[src/common/ext_bus_pkg.sv]
//~~~~~~~~~~~~~~~~~~~~~~~~~~~~~~~~~~~~~~~~~~~~~~~~~~~~~~~~~~~~~~~~~~~~~~~~~~
// Shared widths, address map, latencies, register-bus structs and the
// slow memory state encoding for the external peripheral subsystem
//~~~~~~~~~~~~~~~~~~~~~~~~~~~~~~~~~~~~~~~~~~~~~~~~~~~~~~~~~~~~~~~~~~~~~~~~~~
`default_nettype none

package ext_bus_pkg;

  // Bus widths
  localparam int ADDR_W = 32;
  localparam int DATA_W = 32;
  localparam int STRB_W = DATA_W / 8;

  // Address map, one 4 KiB window per peripheral
  localparam int N_PERIPH        = 3;
  localparam int MEM_IDX         = 0;
  localparam int GPIO_CNT_IDX    = 1;
  localparam int INTR_IDX        = 2;
  localparam int WINDOW_BITS     = 12;
  localparam int WINDOW_NUM_BITS = 4;
  localparam int PERIPH_IDX_W    = $clog2(N_PERIPH);

  // Slow memory
  localparam int SLOW_MEM_WORDS   = 256;
  localparam int SLOW_MEM_ADDR_W  = $clog2(SLOW_MEM_WORDS);
  localparam int SLOW_MEM_LATENCY = 3;
  localparam int MEM_LAT_CNT_W    = $clog2(SLOW_MEM_LATENCY);

  // Power switches and interrupts
  localparam int SWITCH_ACK_LATENCY = 15;
  localparam int EXT_DOMAINS        = 2;
  localparam int NEXT_INT           = 4;
  localparam int INTR_GPIO_BIT      = 0;
  localparam int INTR_SWITCH_BIT    = 1;

  // GPIO counter
  localparam int GPIO_CNT_MAX = 8;
  localparam int GPIO_CNT_W   = $clog2(GPIO_CNT_MAX);

  typedef logic [ADDR_W-1:0]          addr_t;
  typedef logic [DATA_W-1:0]          data_t;
  typedef logic [STRB_W-1:0]          strb_t;
  typedef logic [EXT_DOMAINS-1:0]     domain_vec_t;
  typedef logic [NEXT_INT-1:0]        intr_vec_t;
  typedef logic [WINDOW_NUM_BITS-1:0] window_t;
  typedef logic [PERIPH_IDX_W-1:0]    periph_idx_t;
  typedef logic [WINDOW_BITS-1:0]     offset_t;
  typedef logic [SLOW_MEM_ADDR_W-1:0] mem_addr_t;
  typedef logic [MEM_LAT_CNT_W-1:0]   lat_cnt_t;
  typedef logic [GPIO_CNT_W-1:0]      gpio_cnt_t;

  // Register offsets inside a window
  localparam offset_t GPIO_CNT_OFFSET     = offset_t'(0);
  localparam offset_t INTR_PENDING_OFFSET = offset_t'(0);
  localparam offset_t INTR_ENABLE_OFFSET  = offset_t'(4);

  // Only the GPIO and switch sources exist
  localparam intr_vec_t INTR_IMPL_MASK =
      intr_vec_t'((1 << INTR_GPIO_BIT) | (1 << INTR_SWITCH_BIT));

  typedef struct packed {
    logic  valid;
    logic  write;
    addr_t addr;
    data_t wdata;
    strb_t wstrb;
  } reg_req_t;

  typedef struct packed {
    data_t rdata;
    logic  error;
    logic  ready;
  } reg_rsp_t;

  typedef enum logic [1:0] {
    IDLE = 2'd0,
    WAIT = 2'd1,
    DONE = 2'd2
  } mem_state_e;

endpackage

`default_nettype wire

[src/source/gpio_cnt.sv]
//~~~~~~~~~~~~~~~~~~~~~~~~~~~~~~~~~~~~~~~~~~~~~~~~~~~~~~~~~~~~~~~~~~~~~~~~~~
// GPIO rising-edge counter with toggling output and count register
//~~~~~~~~~~~~~~~~~~~~~~~~~~~~~~~~~~~~~~~~~~~~~~~~~~~~~~~~~~~~~~~~~~~~~~~~~~
`timescale 1ns/1ns
`default_nettype none

module gpio_cnt import ext_bus_pkg::*; (
  input  logic     clk_i,
  input  logic     rst_n_i,
  input  logic     gpio_i,
  output logic     gpio_o,
  input  reg_req_t req_i,
  output reg_rsp_t rsp_o,
  output logic     cnt_event_o
);

  gpio_cnt_t cnt_q;
  logic      gpio_q;
  logic      rise;
  logic      at_limit;
  logic      cnt_sel;
  logic      cnt_clr;

  assign rise     = gpio_i && !gpio_q;
  assign at_limit = (cnt_q == gpio_cnt_t'(GPIO_CNT_MAX - 1));
  assign cnt_sel  = (req_i.addr[WINDOW_BITS-1:0] == GPIO_CNT_OFFSET);
  assign cnt_clr  = req_i.valid && req_i.write && cnt_sel;

  always_ff @(posedge clk_i) begin
    if (!rst_n_i) begin
      gpio_q      <= 1'b0;
      cnt_q       <= '0;
      gpio_o      <= 1'b0;
      cnt_event_o <= 1'b0;
    end else begin
      gpio_q      <= gpio_i;
      cnt_event_o <= 1'b0;
      // A bus clear takes priority over a coincident edge
      if (cnt_clr) begin
        cnt_q <= '0;
      end else if (rise) begin
        if (at_limit) begin
          cnt_q       <= '0;
          gpio_o      <= !gpio_o;
          cnt_event_o <= 1'b1;
        end else begin
          cnt_q <= cnt_q + gpio_cnt_t'(1);
        end
      end
    end
  end

  always_comb begin
    rsp_o       = '0;
    rsp_o.ready = req_i.valid;
    if (cnt_sel && !req_i.write) begin
      rsp_o.rdata = data_t'(cnt_q);
    end
  end

endmodule

`default_nettype wire

[config.mk]
export PLATFORM = sky130hd
export DESIGN_NAME = gpio_cnt
export DESIGN_NICKNAME = d
export VERILOG_FILES = /design/src/common/ext_bus_pkg.sv /design/src/source/gpio_cnt.sv
export SDC_FILE = /design/constraint.sdc
export NUM_CORES = 1
export LEC_CHECK = 0
export ABC_CLOCK_PERIOD_IN_PS = 1940
export BUFFER_PORTS_ARGS = -buffer_cell sky130_fd_sc_hd__buf_2
export CAP_MARGIN = 15
export CELL_PAD_IN_SITES_DETAIL_PLACEMENT = 1
export CELL_PAD_IN_SITES_GLOBAL_PLACEMENT = 1
export CORE_ASPECT_RATIO = 0.8
export CORE_MARGIN = 2
export CORE_UTILIZATION = 14
export DETAILED_ROUTE_END_ITERATION = 10
export PLACE_DENSITY = 0.91
export SYNTH_ARGS = -nofsm -noshare
export SYNTH_HDL_FRONTEND = slang
export SYNTH_SLANG_ARGS = --single-unit
[constraint.sdc]
create_clock -name clk_i -period 1.94 [get_ports clk_i]
set_input_delay 0.388 -clock clk_i [delete_from_list [all_inputs] [get_ports clk_i]]
set_output_delay 0.388 -clock clk_i [all_outputs]
set_load 0.03 [all_outputs]
## Yosys cells after proc, flatten, opt, wreduce, memory -nomap -nowiden

Index checks and enable logic that the tools add are counted.

| cells by class | value |
|---|---|
| bitwise operators | 3 |
| muxes and demuxes | 3 |
| reductions and logical operators | 11 |
| $add $sub $neg | 1 |
| eq/ne operators | 1 |

Operators with widths:

| cell | number |
|---|---|
| $logic_not A12 Y1 | 1 |
| $mux W3 | 2 |
| $logic_and A1 B1 Y1 | 4 |
| $add A3 B1 Y3 const B | 1 |
| $eq A3 B3 Y1 const B | 1 |
| $logic_not A1 Y1 | 3 |
| $not A1 Y1 | 3 |
| $reduce_and A3 Y1 | 1 |
| $reduce_or A3 Y1 | 1 |
| $reduce_or A2 Y1 | 1 |
| $mux W1 | 1 |

| storage, ports and cells | value |
|---|---|
| output and inout port bits | 36 |
| logic and storage cells | 23 |
| flip-flop bits (word level) | 6 |
| input bits | 73 |

## Longest topological paths before layout

Gate-level depths: netlist (run 1).

| logic depth | value |
|---|---|
| depth in word-level cells | 4 |
| mapped depth | 5 |
| mapped depth without buffers | 5 |

## Worst setup path before layout (run 1)

OpenSTA, ideal clock, no wires.

| path | value |
|---|---|
| path kind | input-to-output |
| start point | input port req_i[41] (netlist name) |
| end point | output port rsp_o[2] (netlist name) |
| required time | 1.552 ns |
| path buffers | 0 |
| setup slack | 0.344 ns |
| arrival time | 1.208 ns |
| cell stages on the path | 4 |
| cell sequence | nor4_1 > nand3_1 > nor2_1 > and2_1 |

RTL lines:

| item | RTL line | source |
|---|---|---|
| start: declaration | gpio_cnt.sv:12 | `input reg_req_t req_i,` |
| end: declaration | gpio_cnt.sv:13 | `output reg_rsp_t rsp_o,` |

==> results of run 1 <==
timing repair:
item / 4_1_cts / 5_1_grt
gates resized for setup: 0 / 3
endpoints found under the setup margin: 0 / 3
hold buffers: 0 / 0
where the power goes:
part | internal (mW) | switching (mW) | total [mW]
sequential | 0.129 | 0.00432 | 0.133
clock | 0.134 | 0.0579 | 0.192
combinational | 0.0231 | 0.0965 | 0.120
total | 0.285 | 0.159 | 0.444
layout by cell type (no fill, tap or decap), types with 2 or more instances in the layout:
cell type   n
ha_1        2
mux2i_1     3
clkbuf_8    3
dfxtp_1     6
buf_2      22
conb_1     30
and2_1      4
nor2_1      6
nor4_2      3
cell families (layout without fill, tap and decap cells):
group                    Yosys count  in the layout
AND/OR/NAND/NOR                   20             20
AO/OA/AOI/OAI                      2              2
flip-flops                         6              6
buffers and inverters             31             25
multiplexers                       3              3
other                              1             30
adder cells (fa/ha/maj)            2              2
sequential cells by signal, summed over array words and instances, names as in the netlist:
signal       count
cnt_event_o      1
gpio_o           1
gpio_q           1
cnt_q            3
per-stage QoR:
stage | utilization (%) | cell area (um2)
after global routing | 17.20 | 645.6
after detailed placement | 15.60 | 585.6
after global placement | 15.60 | 585.6
after CTS | 16.70 | 626.9
final | 17.20 | 645.6
after floorplan | - | 653.1
layout make-up:
type / count / area, um2 / area share [%]
tap: 44 / 55.05 / 8.527
multi-input combinational: 57 / 319.1 / 49.42
timing repair buffer: 22 / 110.1 / 17.05
clock buffer: 3 / 41.29 / 6.395
sequential: 6 / 120.1 / 18.60
layer usage:
layer | GRT usage, % | up-vias | part of all wire (%)
li1 | - | 196 | -
met1 | 4.230 | 191 | 29
met2 | 9.439 | 28 | 56
met3 | 2.192 | 5 | 11
met4 | 3.896 | 0 | 3.7
met5 | 0 | - | 0
how the worst max path moves through the flow:
stage / endpoint / depth (start not counted) / from
after global placement: rsp_o[3] / 6 / req_i[39]
after CTS: rsp_o[2] / 6 / req_i[39]
final: rsp_o[2] / 6 / req_i[41]
after detailed placement: rsp_o[2] / 6 / req_i[39]
after global routing: rsp_o[2] / 6 / req_i[41]
after floorplan: rsp_o[2] / 4 / req_i[41]
worst max-delay path, delay by kind of cell:
family / cells / cell delay [ns]
buffers and inverters: 2 / 0.29
and+or+nand+nor: 4 / 0.74
==> flow_summary.rst, run 1 <==
.. list-table::
   :header-rows: 1

   * - Metric
     - Value
   * - Outcome
     - finished, final reports clean
   * - Mux cell area share after synthesis
     - 5.517%
   * - Top cells by instance count after synthesis
     - buf_4 (31), dfxtp_1 (6), nor2_1 (6), and2_1 (4)
   * - Register area share after synthesis
     - 22.07%
   * - H-tree depth
     - 1
   * - Final net count
     - 165
   * - Power, Total
     - 444.2 uW
   * - Ratio of routed vias to standard cells
     - 3.182
   * - Register-to-register path setup slack
     - around 0.6 ns
   * - Top cell type by total area after synthesis
     - buf_4
   * - Total setup violations reported at the end of the flow
     - 0
   * - Post-Place Worst Slack
     - approximately 0.021 ns
   * - Adder-cell share of the synthesized area
     - roughly 4.6%
   * - Post-synthesis compound-gate area fraction
     - 2.299%
   * - Initial antenna violation count
     - 0
   * - Detail-routed net length per standard cell
     - a little under 9 um
   * - Power density relative to cell area
     - 688.0 nW/um2
   * - R2R Path End
     - gpio_o
   * - Top cells by area in the synthesized netlist
     - buf_4 (43%), dfxtp_1 (22%), mux2i_1 (5.5%), and2_1 (4.6%), ha_1 (4.6%)
   * - Final hold violations
     - 0
   * - Overall die height
     - 59.77 um
   * - Hold WS
     - 0.3977 ns
   * - Maximum fanout along the worst path
     - 3
   * - Arrival time of data at the critical path endpoint
     - around 1.4 ns
   * - Routed wire length
     - 1.148 mm
   * - Gate Count Post-Synth
     - 65
   * - Min-Delay Startpoint
     - gpio_i
   * - Number of distinct standard cells referenced by the synthesized netlist
     - 17
   * - #FFs+latches synth
     - 6
   * - Sink Count
     - 6
   * - Type of the most critical hold path
     - in2reg
   * - Pins over their slew limit
     - 0
   * - Type of element capturing the critical path
     - primary output
   * - GPL Wtd Cong
     - between 0.6 and 0.7
   * - Max Root-Sink Buffers
     - 2
   * - Static leakage
     - roughly 0.35 nW
   * - Area of the mapped netlist
     - 544.3 um2
   * - Final worst clock skew
     - 0.002506 ns
   * - Number of diodes added for antenna fixing
     - 0
   * - Register-to-Register Path Depth
     - 5
   * - Sequence of cells on the critical path
     - buf_2, nor4_2, nand3_1, nor2_1, and2_1, buf_2
   * - Final critical-path required period
     - ~1.8 ns
   * - Combined global-route utilization of all metal layers
     - 5.078%
   * - Number of global-route vias before repair
     - 391
   * - End point of the worst hold path
     - gpio_q
   * - Min-Delay Path Depth
     - 2
   * - Starting Density
     - 14.50%
   * - Total iterations of the first detailed-routing run
     - 4
   * - Crit-path slowest cell
     - nor4_2
   * - Setup TNS after final layout
     - 0 ns
   * - Crit path largest cell delay
     - slightly below 0.3 ns
   * - Highest clock rate
     - 0.5499 GHz
   * - Number of core rows
     - 20
   * - Period utilization
     - a little over nine tenths
   * - Count of buffers added by post-CTS timing repair for setup
     - 0
   * - Post-Synth Simple-Gate Area
     - between 20 and 25%
   * - Final ANT Viol Nets
     - 0
   * - IR drop worst, VDD
     - 0.1115 mV
   * - IO Port Bufs
     - 22
   * - TritonCTS buffer count
     - 3
   * - Number of flops mapped to enable cells by yosys
     - 0
   * - Total of max-cap violations
     - 0
   * - Fill cell total of the finished layout
     - 469
   * - Crit path kind
     - in2out
   * - Detailed Route Iter0 Violations
     - 8
   * - Final non-filler cell total
     - 132
   * - Overflow left after global routing
     - 0
   * - Top-count cell post-synth
     - buf_4
   * - Syn avg cell area
     - 8.373 um2
   * - Clock slew seen by the registers of the worst setup and hold paths
     - ~0.040 ns
   * - Root Buffer Master
     - clkbuf_8
   * - Fraction of registers with async set/reset
     - 0%
   * - CP dominant cell by count
     - buf_2
   * - Most used DFF post-synth
     - dfxtp_1
   * - Layout cell share with drive strength beyond 1
     - 35.23%
   * - Placeable core region
     - 3754 um2
   * - Dominant combinational cell family by area after synthesis
     - buffers and inverters
   * - Total die area
     - 4406 um2
   * - Area share of the leading cell type in the synthesized netlist
     - 42.76%
   * - Required @ worst endpoint
     - 1.55 ns
   * - Worst R2R Start
     - cnt_q[0]
   * - CTS tree
     - done
   * - Final Worst Setup Slack
     - between 0.1 and 0.15 ns
   * - Xor and xnor area share after synthesis
     - 0%
   * - Inst Count DP
     - 129
   * - Later-pin clock latency in the skew report
     - 0.23 ns
   * - Vias after detailed routing
     - 420
   * - Drc violations
     - 0
   * - Die width
     - 73.71 um
   * - Syn. warnings
     - 0
   * - Setup repair after global routing missed its margin
     - no
   * - First-pass GRT wire length
     - around 1.6 mm
   * - Area growth from synthesis to layout
     - 18.62%
   * - Largest net degree at the start of global routing
     - 5
   * - Count of pins on the block boundary
     - 109
   * - Launching element type of the critical path
     - input pin
No activity file was read; power rests on OpenSTA's default activity.
==> run 2, diff against run 1 <==
- ABC_AREA: unset -> 1
- CORE_UTILIZATION: 14 -> 15
- PLACE_DENSITY: 0.91 -> 0.92
==> flow_summary.rst, run 2 <==
.. list-table::
   :header-rows: 1

   * - Metric
     - Value
   * - Top-count cell post-synth
     - buf_4
   * - Static leakage
     - 0.3638 nW (+5.3%)
   * - Number of core rows
     - 20 (unchanged)
   * - Area of the mapped netlist
     - 591.8 um2 (+8.7%)
   * - End point of the worst hold path
     - gpio_q
   * - Crit path kind
     - in2out
   * - Min-Delay Startpoint
     - gpio_i
   * - CP dominant cell by count
     - nor2_1
   * - Total die area
     - 4467 um2 (+1.4%)
   * - Post-Place Worst Slack
     - 0.1993 ns (+0.1781 ns)
   * - Overflow left after global routing
     - 0 (unchanged)
   * - Layout cell share with drive strength beyond 1
     - 28.57% (-6.7 points)
   * - Setup TNS after final layout
     - 0 ns (unchanged)
   * - Combined global-route utilization of all metal layers
     - 5.295% (+0.22 points)
   * - R2R Path End
     - gpio_o
   * - Number of flip-flops in the largest register
     - 3 (unchanged)
   * - Pins over their slew limit
     - 0 (unchanged)
   * - Clock slew seen by the registers of the worst setup and hold paths
     - 0.04 ns (about the same)
   * - Final net count
     - 182 (+10%)
   * - Detail-routed net length per standard cell
     - 7.381 um (-15%)
   * - Total iterations of the first detailed-routing run
     - 2 (-2)
   * - Syn avg cell area
     - 7.130 um2 (-15%)
   * - Area share of the leading cell type in the synthesized netlist
     - 39.32% (-3.4 points)
   * - Final ANT Viol Nets
     - 0 (unchanged)
   * - Vias after detailed routing
     - 471 (+12%)
   * - Type of element capturing the critical path
     - primary output
   * - Number of diodes added for antenna fixing
     - 0 (unchanged)
   * - Total setup violations reported at the end of the flow
     - 0 (unchanged)
   * - Gate Count Post-Synth
     - 83 (+28%)
   * - Syn. warnings
     - 0 (unchanged)
   * - Register area share after synthesis
     - 20.30% (-1.8 points)
   * - Launching element type of the critical path
     - input pin
   * - Type of the most critical hold path
     - in2reg
   * - TritonCTS buffer count
     - 3 (unchanged)
   * - Register with the most flip-flops
     - cnt_q
   * - Initial antenna violation count
     - 0 (unchanged)
   * - GPL Wtd Cong
     - 0.6493 (-3.4%)
   * - Fill cell total of the finished layout
     - 501 (+6.8%)
   * - Sink Count
     - 6 (unchanged)
   * - Maximum fanout along the worst path
     - 3 (unchanged)
   * - Drc violations
     - 0 (unchanged)
   * - Hpwl dp
     - 1.044 mm
   * - Most used DFF post-synth
     - dfxtp_1
   * - IO Port Bufs
     - 22 (unchanged)
   * - Largest net degree at the start of global routing
     - 7 (+2)
   * - Final Worst Setup Slack
     - 0.2333 ns (+0.1118 ns)
   * - Die width
     - 74.23 um (+0.70%)
   * - Count of buffers added by post-CTS timing repair for setup
     - 0 (unchanged)
   * - Root Buffer Master
     - clkbuf_8
   * - Crit path largest cell delay
     - 0.21 ns (-0.08 ns)
   * - Number of distinct standard cells referenced by the synthesized netlist
     - 18 (+1)
   * - Power, Total
     - 440.7 uW (-0.80%)
   * - Arrival time of data at the critical path endpoint
     - 1.32 ns (-0.11 ns)
   * - IR drop worst, VDD
     - 0.1543 mV (+38%)
   * - First-pass GRT wire length
     - 1.725 mm (+7.8%)
   * - Commonest non-fill, non-tap cell in the layout
     - conb_1
   * - Min-Delay Path Depth
     - 3 (+1)
   * - Number of global-route vias before repair
     - 433 (+11%)
   * - Period utilization
     - 87.98% (-5.8 points)
   * - Required @ worst endpoint
     - 1.55 ns (about the same)
   * - Starting Density
     - 15.56% (+1.1 points)
   * - Top cells by area in the synthesized netlist
     - buf_4 (39%), dfxtp_1 (20%), nand2_1 (7.0%), nor2_1 (7.0%), inv_1 (4.4%)
   * - Top cells by instance count after synthesis
     - buf_4 (31), nand2_1 (11), nor2_1 (11), inv_1 (7), dfxtp_1 (6)
   * - Setup repair after global routing missed its margin
     - no
   * - Final critical-path required period
     - 1.707 ns (-0.1118 ns)
   * - Register-to-register path setup slack
     - 0.73 ns (+0.13 ns)
   * - Register-to-Register Path Depth
     - 6 (+1)
   * - Ratio of routed vias to standard cells
     - 2.944 (-7.5%)
   * - Overall die height
     - 60.18 um (+0.69%)
   * - Post-CTS resize count
     - 0 (unchanged)
   * - Area of all placed cells without fillers
     - 676.9 um2 (+4.8%)
   * - H-tree depth
     - 1 (unchanged)
   * - Highest clock rate
     - 0.5859 GHz (+6.5%)
   * - Worst R2R Start
     - cnt_q[0]
   * - Crit-path slowest cell
     - buf_2
   * - Final worst clock skew
     - 0.002076 ns (-0.0004298 ns)
   * - Top cell type by total area after synthesis
     - buf_4
   * - #FFs+latches synth
     - 6 (unchanged)
   * - Placeable core region
     - 3804 um2 (+1.3%)
   * - Combined flip-flop and latch cell area
     - 120.1 um2 (unchanged)
   * - Final core area utilization
     - 17.80% (+0.60 points)
   * - Post-CTS Hold Buffers
     - 0 (unchanged)
   * - Routed wire length
     - 1.181 mm (+2.9%)
   * - Count of pins on the block boundary
     - 109 (unchanged)
   * - Later-pin clock latency in the skew report
     - 0.22 ns (about the same)
   * - Fraction of registers with async set/reset
     - 0% (unchanged)
   * - Total area of multi-input combinational cells
     - 305.3 um2 (-4.3%)
   * - CTS tree
     - done
   * - Final hold violations
     - 0 (unchanged)
   * - Number of flops mapped to enable cells by yosys
     - 0 (unchanged)
   * - Sequence of cells on the critical path
     - buf_2, nor2_1, nand2_1, nor2_1, nand3b_1, nor2_1, buf_2
   * - Power density relative to cell area
     - 651.0 nW/um2 (-5.4%)
   * - Detailed Route Iter0 Violations
     - 1 (-7)
   * - Highest-count cells in the layout ignoring fill and taps
     - conb_1 (30), buf_2 (22), nor2_1 (11), nand2_1 (11), inv_1 (7)
   * - Outcome
     - finished, final reports clean
   * - Area growth from synthesis to layout
     - 14.38%
   * - Total of max-cap violations
     - 0 (unchanged)
   * - Max Root-Sink Buffers
     - 2 (unchanged)
   * - Post-DP Area
     - 635.6 um2 (+8.5%)
## run 2: cell types whose count changed after synthesis, moves of 2 or more
cell and delta:
a21oi_1 +3, and2_1 -3, inv_1 +7, mux2i_1 -3
nand2_1 +11, nand3_2 +2, nor2_1 +5, nor4_1 -3
## run 2: layout make-up
type                    instances  share of cell area (%)
clock buffers                   3                   6.100
inverters                       8                   4.621
multi-input cells              66                   45.10
flip-flops and latches          6                   17.74
well taps                      55                   10.17
repair buffers                 22                   16.27
## run 2: per-stage QoR
stage / hold slack [ns] / instances
global route: 0.4158 / 160
CTS: 0.3746 / 160
floorplan: 0.4557 / 112
detailed placement: 0.4902 / 157
finish: 0.3731 / 160
global placement: 0.4710 / 157
## run 2: worst max-delay path by stage
stage / startpoint / to / slack, ns / cells past startpoint
after global routing: req_i[39] / rsp_o[2] / 0.10 / 7
after CTS: req_i[37] / rsp_o[2] / 0.19 / 7
after global placement: req_i[39] / rsp_o[3] / 0.22 / 7
final: req_i[37] / rsp_o[2] / 0.23 / 7
after floorplan: req_i[37] / rsp_o[2] / 0.34 / 5
after detailed placement: req_i[37] / rsp_o[2] / 0.20 / 7
## run 2: cell families after synthesis
group | count (synthesis) | synth area share [%]
AO/OA/AOI/OAI | 4 | 4.016
adder cells (fa/ha/maj) | 2 | 4.228
buffers and inverters | 40 | 46.51
flip-flops | 6 | 20.30
other | 1 | 0.6336
AND/OR/NAND/NOR | 30 | 24.31
## run 2: worst max-delay path, delay by kind of cell
family / cells / cell delay [ns]
buffers and inverters: 2 / 0.31
AND/OR/NAND/NOR: 5 / 0.62
## run 2: per-layer routing
metal | vias to the layer above | GRT usage [%] | share of wire (%)
met5 | - | 0 | 0
met4 | 0 | 4.592 | 3.3
met3 | 4 | 1.686 | 11
met2 | 26 | 9.694 | 52
met1 | 207 | 4.691 | 34
li1 | 234 | - | -
## run 2: power breakdown
group / internal (mW) / total (mW) / switching (mW)
registers: 0.128 / 0.131 / 0.00269
logic: 0.0209 / 0.120 / 0.0991
clock network: 0.134 / 0.190 / 0.0563
total: 0.283 / 0.441 / 0.158
==> run 3, diff against run 2 <==
--- a/config.mk
+++ b/config.mk
@@ -8,3 +8,3 @@
 export ABC_AREA = 1
-export ABC_CLOCK_PERIOD_IN_PS = 1940
+export ABC_CLOCK_PERIOD_IN_PS = 2000
 export BUFFER_PORTS_ARGS = -buffer_cell sky130_fd_sc_hd__buf_2
@@ -16,2 +16,3 @@
 export CORE_UTILIZATION = 15
+export CTS_BUF_LIST = sky130_fd_sc_hd__clkbuf_16
 export DETAILED_ROUTE_END_ITERATION = 10
==> constraint.sdc (replaced) <==
create_clock -name clk_i -period 2 [get_ports clk_i]
set_input_delay 0.1 -clock clk_i [delete_from_list [all_inputs] [get_ports clk_i]]
set_output_delay 0.1 -clock clk_i [all_outputs]
set_load 0.03 [all_outputs]
==> flow_summary.rst, run 3 (synthesized netlist as in run 2, its figures left out) <==
.. list-table::
   :header-rows: 1

   * - Metric
     - Value
   * - Type of the most critical hold path
     - in2reg
   * - Overall die height
     - 60.18 um (unchanged)
   * - Maximum fanout along the worst path
     - 3 (unchanged)
   * - Starting Density
     - 15.56% (unchanged)
   * - Overflow left after global routing
     - 0 (unchanged)
   * - Count of buffers added by post-CTS timing repair for setup
     - 0 (unchanged)
   * - Later-pin clock latency in the skew report
     - 0.23 ns (about the same)
   * - Post-DP Area
     - 635.6 um2 (unchanged)
   * - CP dominant cell by count
     - ha_1
   * - Final non-filler cell total
     - 160 (unchanged)
   * - Placeable core region
     - 3804 um2 (unchanged)
   * - Number of diodes added for antenna fixing
     - 0 (unchanged)
   * - Final hold violations
     - 0 (unchanged)
   * - Total setup violations reported at the end of the flow
     - 0 (unchanged)
   * - Initial antenna violation count
     - 0 (unchanged)
   * - Type of element capturing the critical path
     - flip-flop
   * - Detailed Route Iter0 Violations
     - 5 (+4)
   * - Routed wire length
     - 1.179 mm (-0.17%)
   * - Crit path largest cell delay
     - 0.32 ns (+0.11 ns)
   * - Crit path kind
     - reg2reg
   * - Fill cell total of the finished layout
     - 497 (-0.80%)
   * - Final ANT Viol Nets
     - 0 (unchanged)
   * - Number of core rows
     - 20 (unchanged)
   * - Buffers plus inverters on the worst setup path
     - 1 (-1)
   * - Period utilization
     - 60.57%
   * - Highest clock rate
     - 0.8255 GHz
   * - Combined flip-flop and latch cell area
     - 120.1 um2 (unchanged)
   * - Static leakage
     - 0.3792 nW (+4.2%)
   * - Total of max-cap violations
     - 0 (unchanged)
   * - Drc violations
     - 0 (unchanged)
   * - Sink Count
     - 6 (unchanged)
   * - Vias after detailed routing
     - 470 (-0.21%)
   * - CTS tree
     - done
   * - H-tree depth
     - 1 (unchanged)
   * - Required @ worst endpoint
     - 2.12 ns (+0.57 ns)
   * - Final critical-path required period
     - 1.211 ns
   * - TritonCTS buffer count
     - 3 (unchanged)
   * - Total iterations of the first detailed-routing run
     - 4 (+2)
   * - Hpwl dp
     - 1.044 mm (unchanged)
   * - Min-Delay Startpoint
     - gpio_i
   * - Count of pins on the block boundary
     - 109 (unchanged)
   * - Commonest non-fill, non-tap cell in the layout
     - conb_1
   * - Max Root-Sink Buffers
     - 2 (unchanged)
   * - Number of flip-flops in the largest register
     - 3 (unchanged)
   * - Post-CTS Hold Buffers
     - 0 (unchanged)
   * - Outcome
     - finished, final reports clean
   * - Setup TNS after final layout
     - 0 ns (unchanged)
   * - Launch point of the critical path
     - cnt_q[0]
   * - Pins over their slew limit
     - 0 (unchanged)
   * - IO Port Bufs
     - 22 (unchanged)
   * - Number of global-route vias before repair
     - 438 (+1.2%)
   * - GPL Wtd Cong
     - 0.6493 (unchanged)
   * - Root Buffer Master
     - clkbuf_16
   * - Final net count
     - 182 (unchanged)
   * - Setup repair after global routing missed its margin
     - no
   * - Register-to-register path setup slack
     - 0.79 ns (+0.06 ns)
   * - Ratio of routed vias to standard cells
     - 2.938 (-0.21%)
   * - Final worst clock skew
     - 0.001010 ns (-0.001066 ns)
   * - Post-CTS resize count
     - 0 (unchanged)
   * - Inst Count DP
     - 157 (unchanged)
   * - Sequence of cells on the critical path
     - ha_1, ha_1, inv_1, nor2_4, a21oi_1, nor2_1
   * - Total area of multi-input combinational cells
     - 305.3 um2 (unchanged)
   * - Clock slew seen by the registers of the worst setup and hold paths
     - 0.03 ns (about the same)
   * - IR drop worst, VDD
     - 0.2502 mV (+62%)
   * - Launching element type of the critical path
     - flip-flop
   * - Layout cell share with drive strength beyond 1
     - 28.57% (unchanged)
   * - Crit-path slowest cell
     - dfxtp_1
   * - Total die area
     - 4467 um2 (unchanged)
   * - Power density relative to cell area
     - 797.6 nW/um2 (+23%)
   * - Die width
     - 74.23 um (unchanged)
   * - Area growth from synthesis to layout
     - 20.08%
   * - Worst R2R Start
     - cnt_q[0]
   * - Highest-count cells in the layout ignoring fill and taps
     - conb_1 (30), buf_2 (22), nor2_1 (11), nand2_1 (11), inv_1 (7)
   * - First-pass GRT wire length
     - 1.759 mm (+2.0%)
   * - Top delay family on crit path
     - adder cells
   * - Area of all placed cells without fillers
     - 710.7 um2 (+5.0%)
   * - Arrival time of data at the critical path endpoint
     - 1.33 ns (about the same)
   * - Detail-routed net length per standard cell
     - 7.369 um (-0.17%)
   * - Largest net degree at the start of global routing
     - 7 (unchanged)
   * - Combined global-route utilization of all metal layers
     - 5.505% (+0.21 points)
   * - Register with the most flip-flops
     - cnt_q
-- run 3: routing by layer --
metal	up-vias	GRT usage [%]	share of wire, %
li1	233	-	-
met1	208	4.691	32
met2	26	10.08	54
met3	3	2.192	12
met4	0	4.592	2.5
met5	-	0	0
-- run 3: path summary, 6_finish.rpt --
kind | depth (start not counted) | to
max | 6 | gpio_o
min | 3 | gpio_q
max reg2reg | 6 | gpio_o
min reg2reg | 2 | cnt_q[2]
-- run 3: where the power goes --
group	leakage (nW)	switching, mW	internal (mW)	total, mW
logic	0.293	0.0963	0.0202	0.117
registers	0.0489	0.00254	0.124	0.127
clock network	0.0370	0.0668	0.256	0.323
-- run 3: cell type report --
type                       instances  area share [%]
tap                               55           9.683
clock buffer                       3           10.56
timing repair buffer              22           15.49
multi-input combinational         66           42.96
sequential                         6           16.90
inverter                           8           4.401
-- run 3: worst reg2reg max path: cells and delay by family, from the launching register on --
| kind | cells | cell delay, ns |
|---|---|---|
| adder cells (fa/ha/maj) | 2 | 0.38 |
| flip-flops | 1 | 0.32 |
| AO/OA/AOI/OAI | 1 | 0.15 |
| buffers and inverters | 1 | 0.14 |
| AND/OR/NAND/NOR | 2 | 0.12 |
-- run 3: metrics by stage --
stage                     util [%]  setup slack [ns]  power (mW)  hold WS, ns
after global placement       16.71            0.8181      0.2416       0.2985
after detailed placement     16.71            0.7848      0.2442       0.3196
final                        18.68            0.7886      0.5668      0.08169
after floorplan                  -            0.8797      0.2725       0.1935
after CTS                    18.68            0.7784      0.5760      0.08304
after global routing         18.68            0.7043      0.5973       0.1238
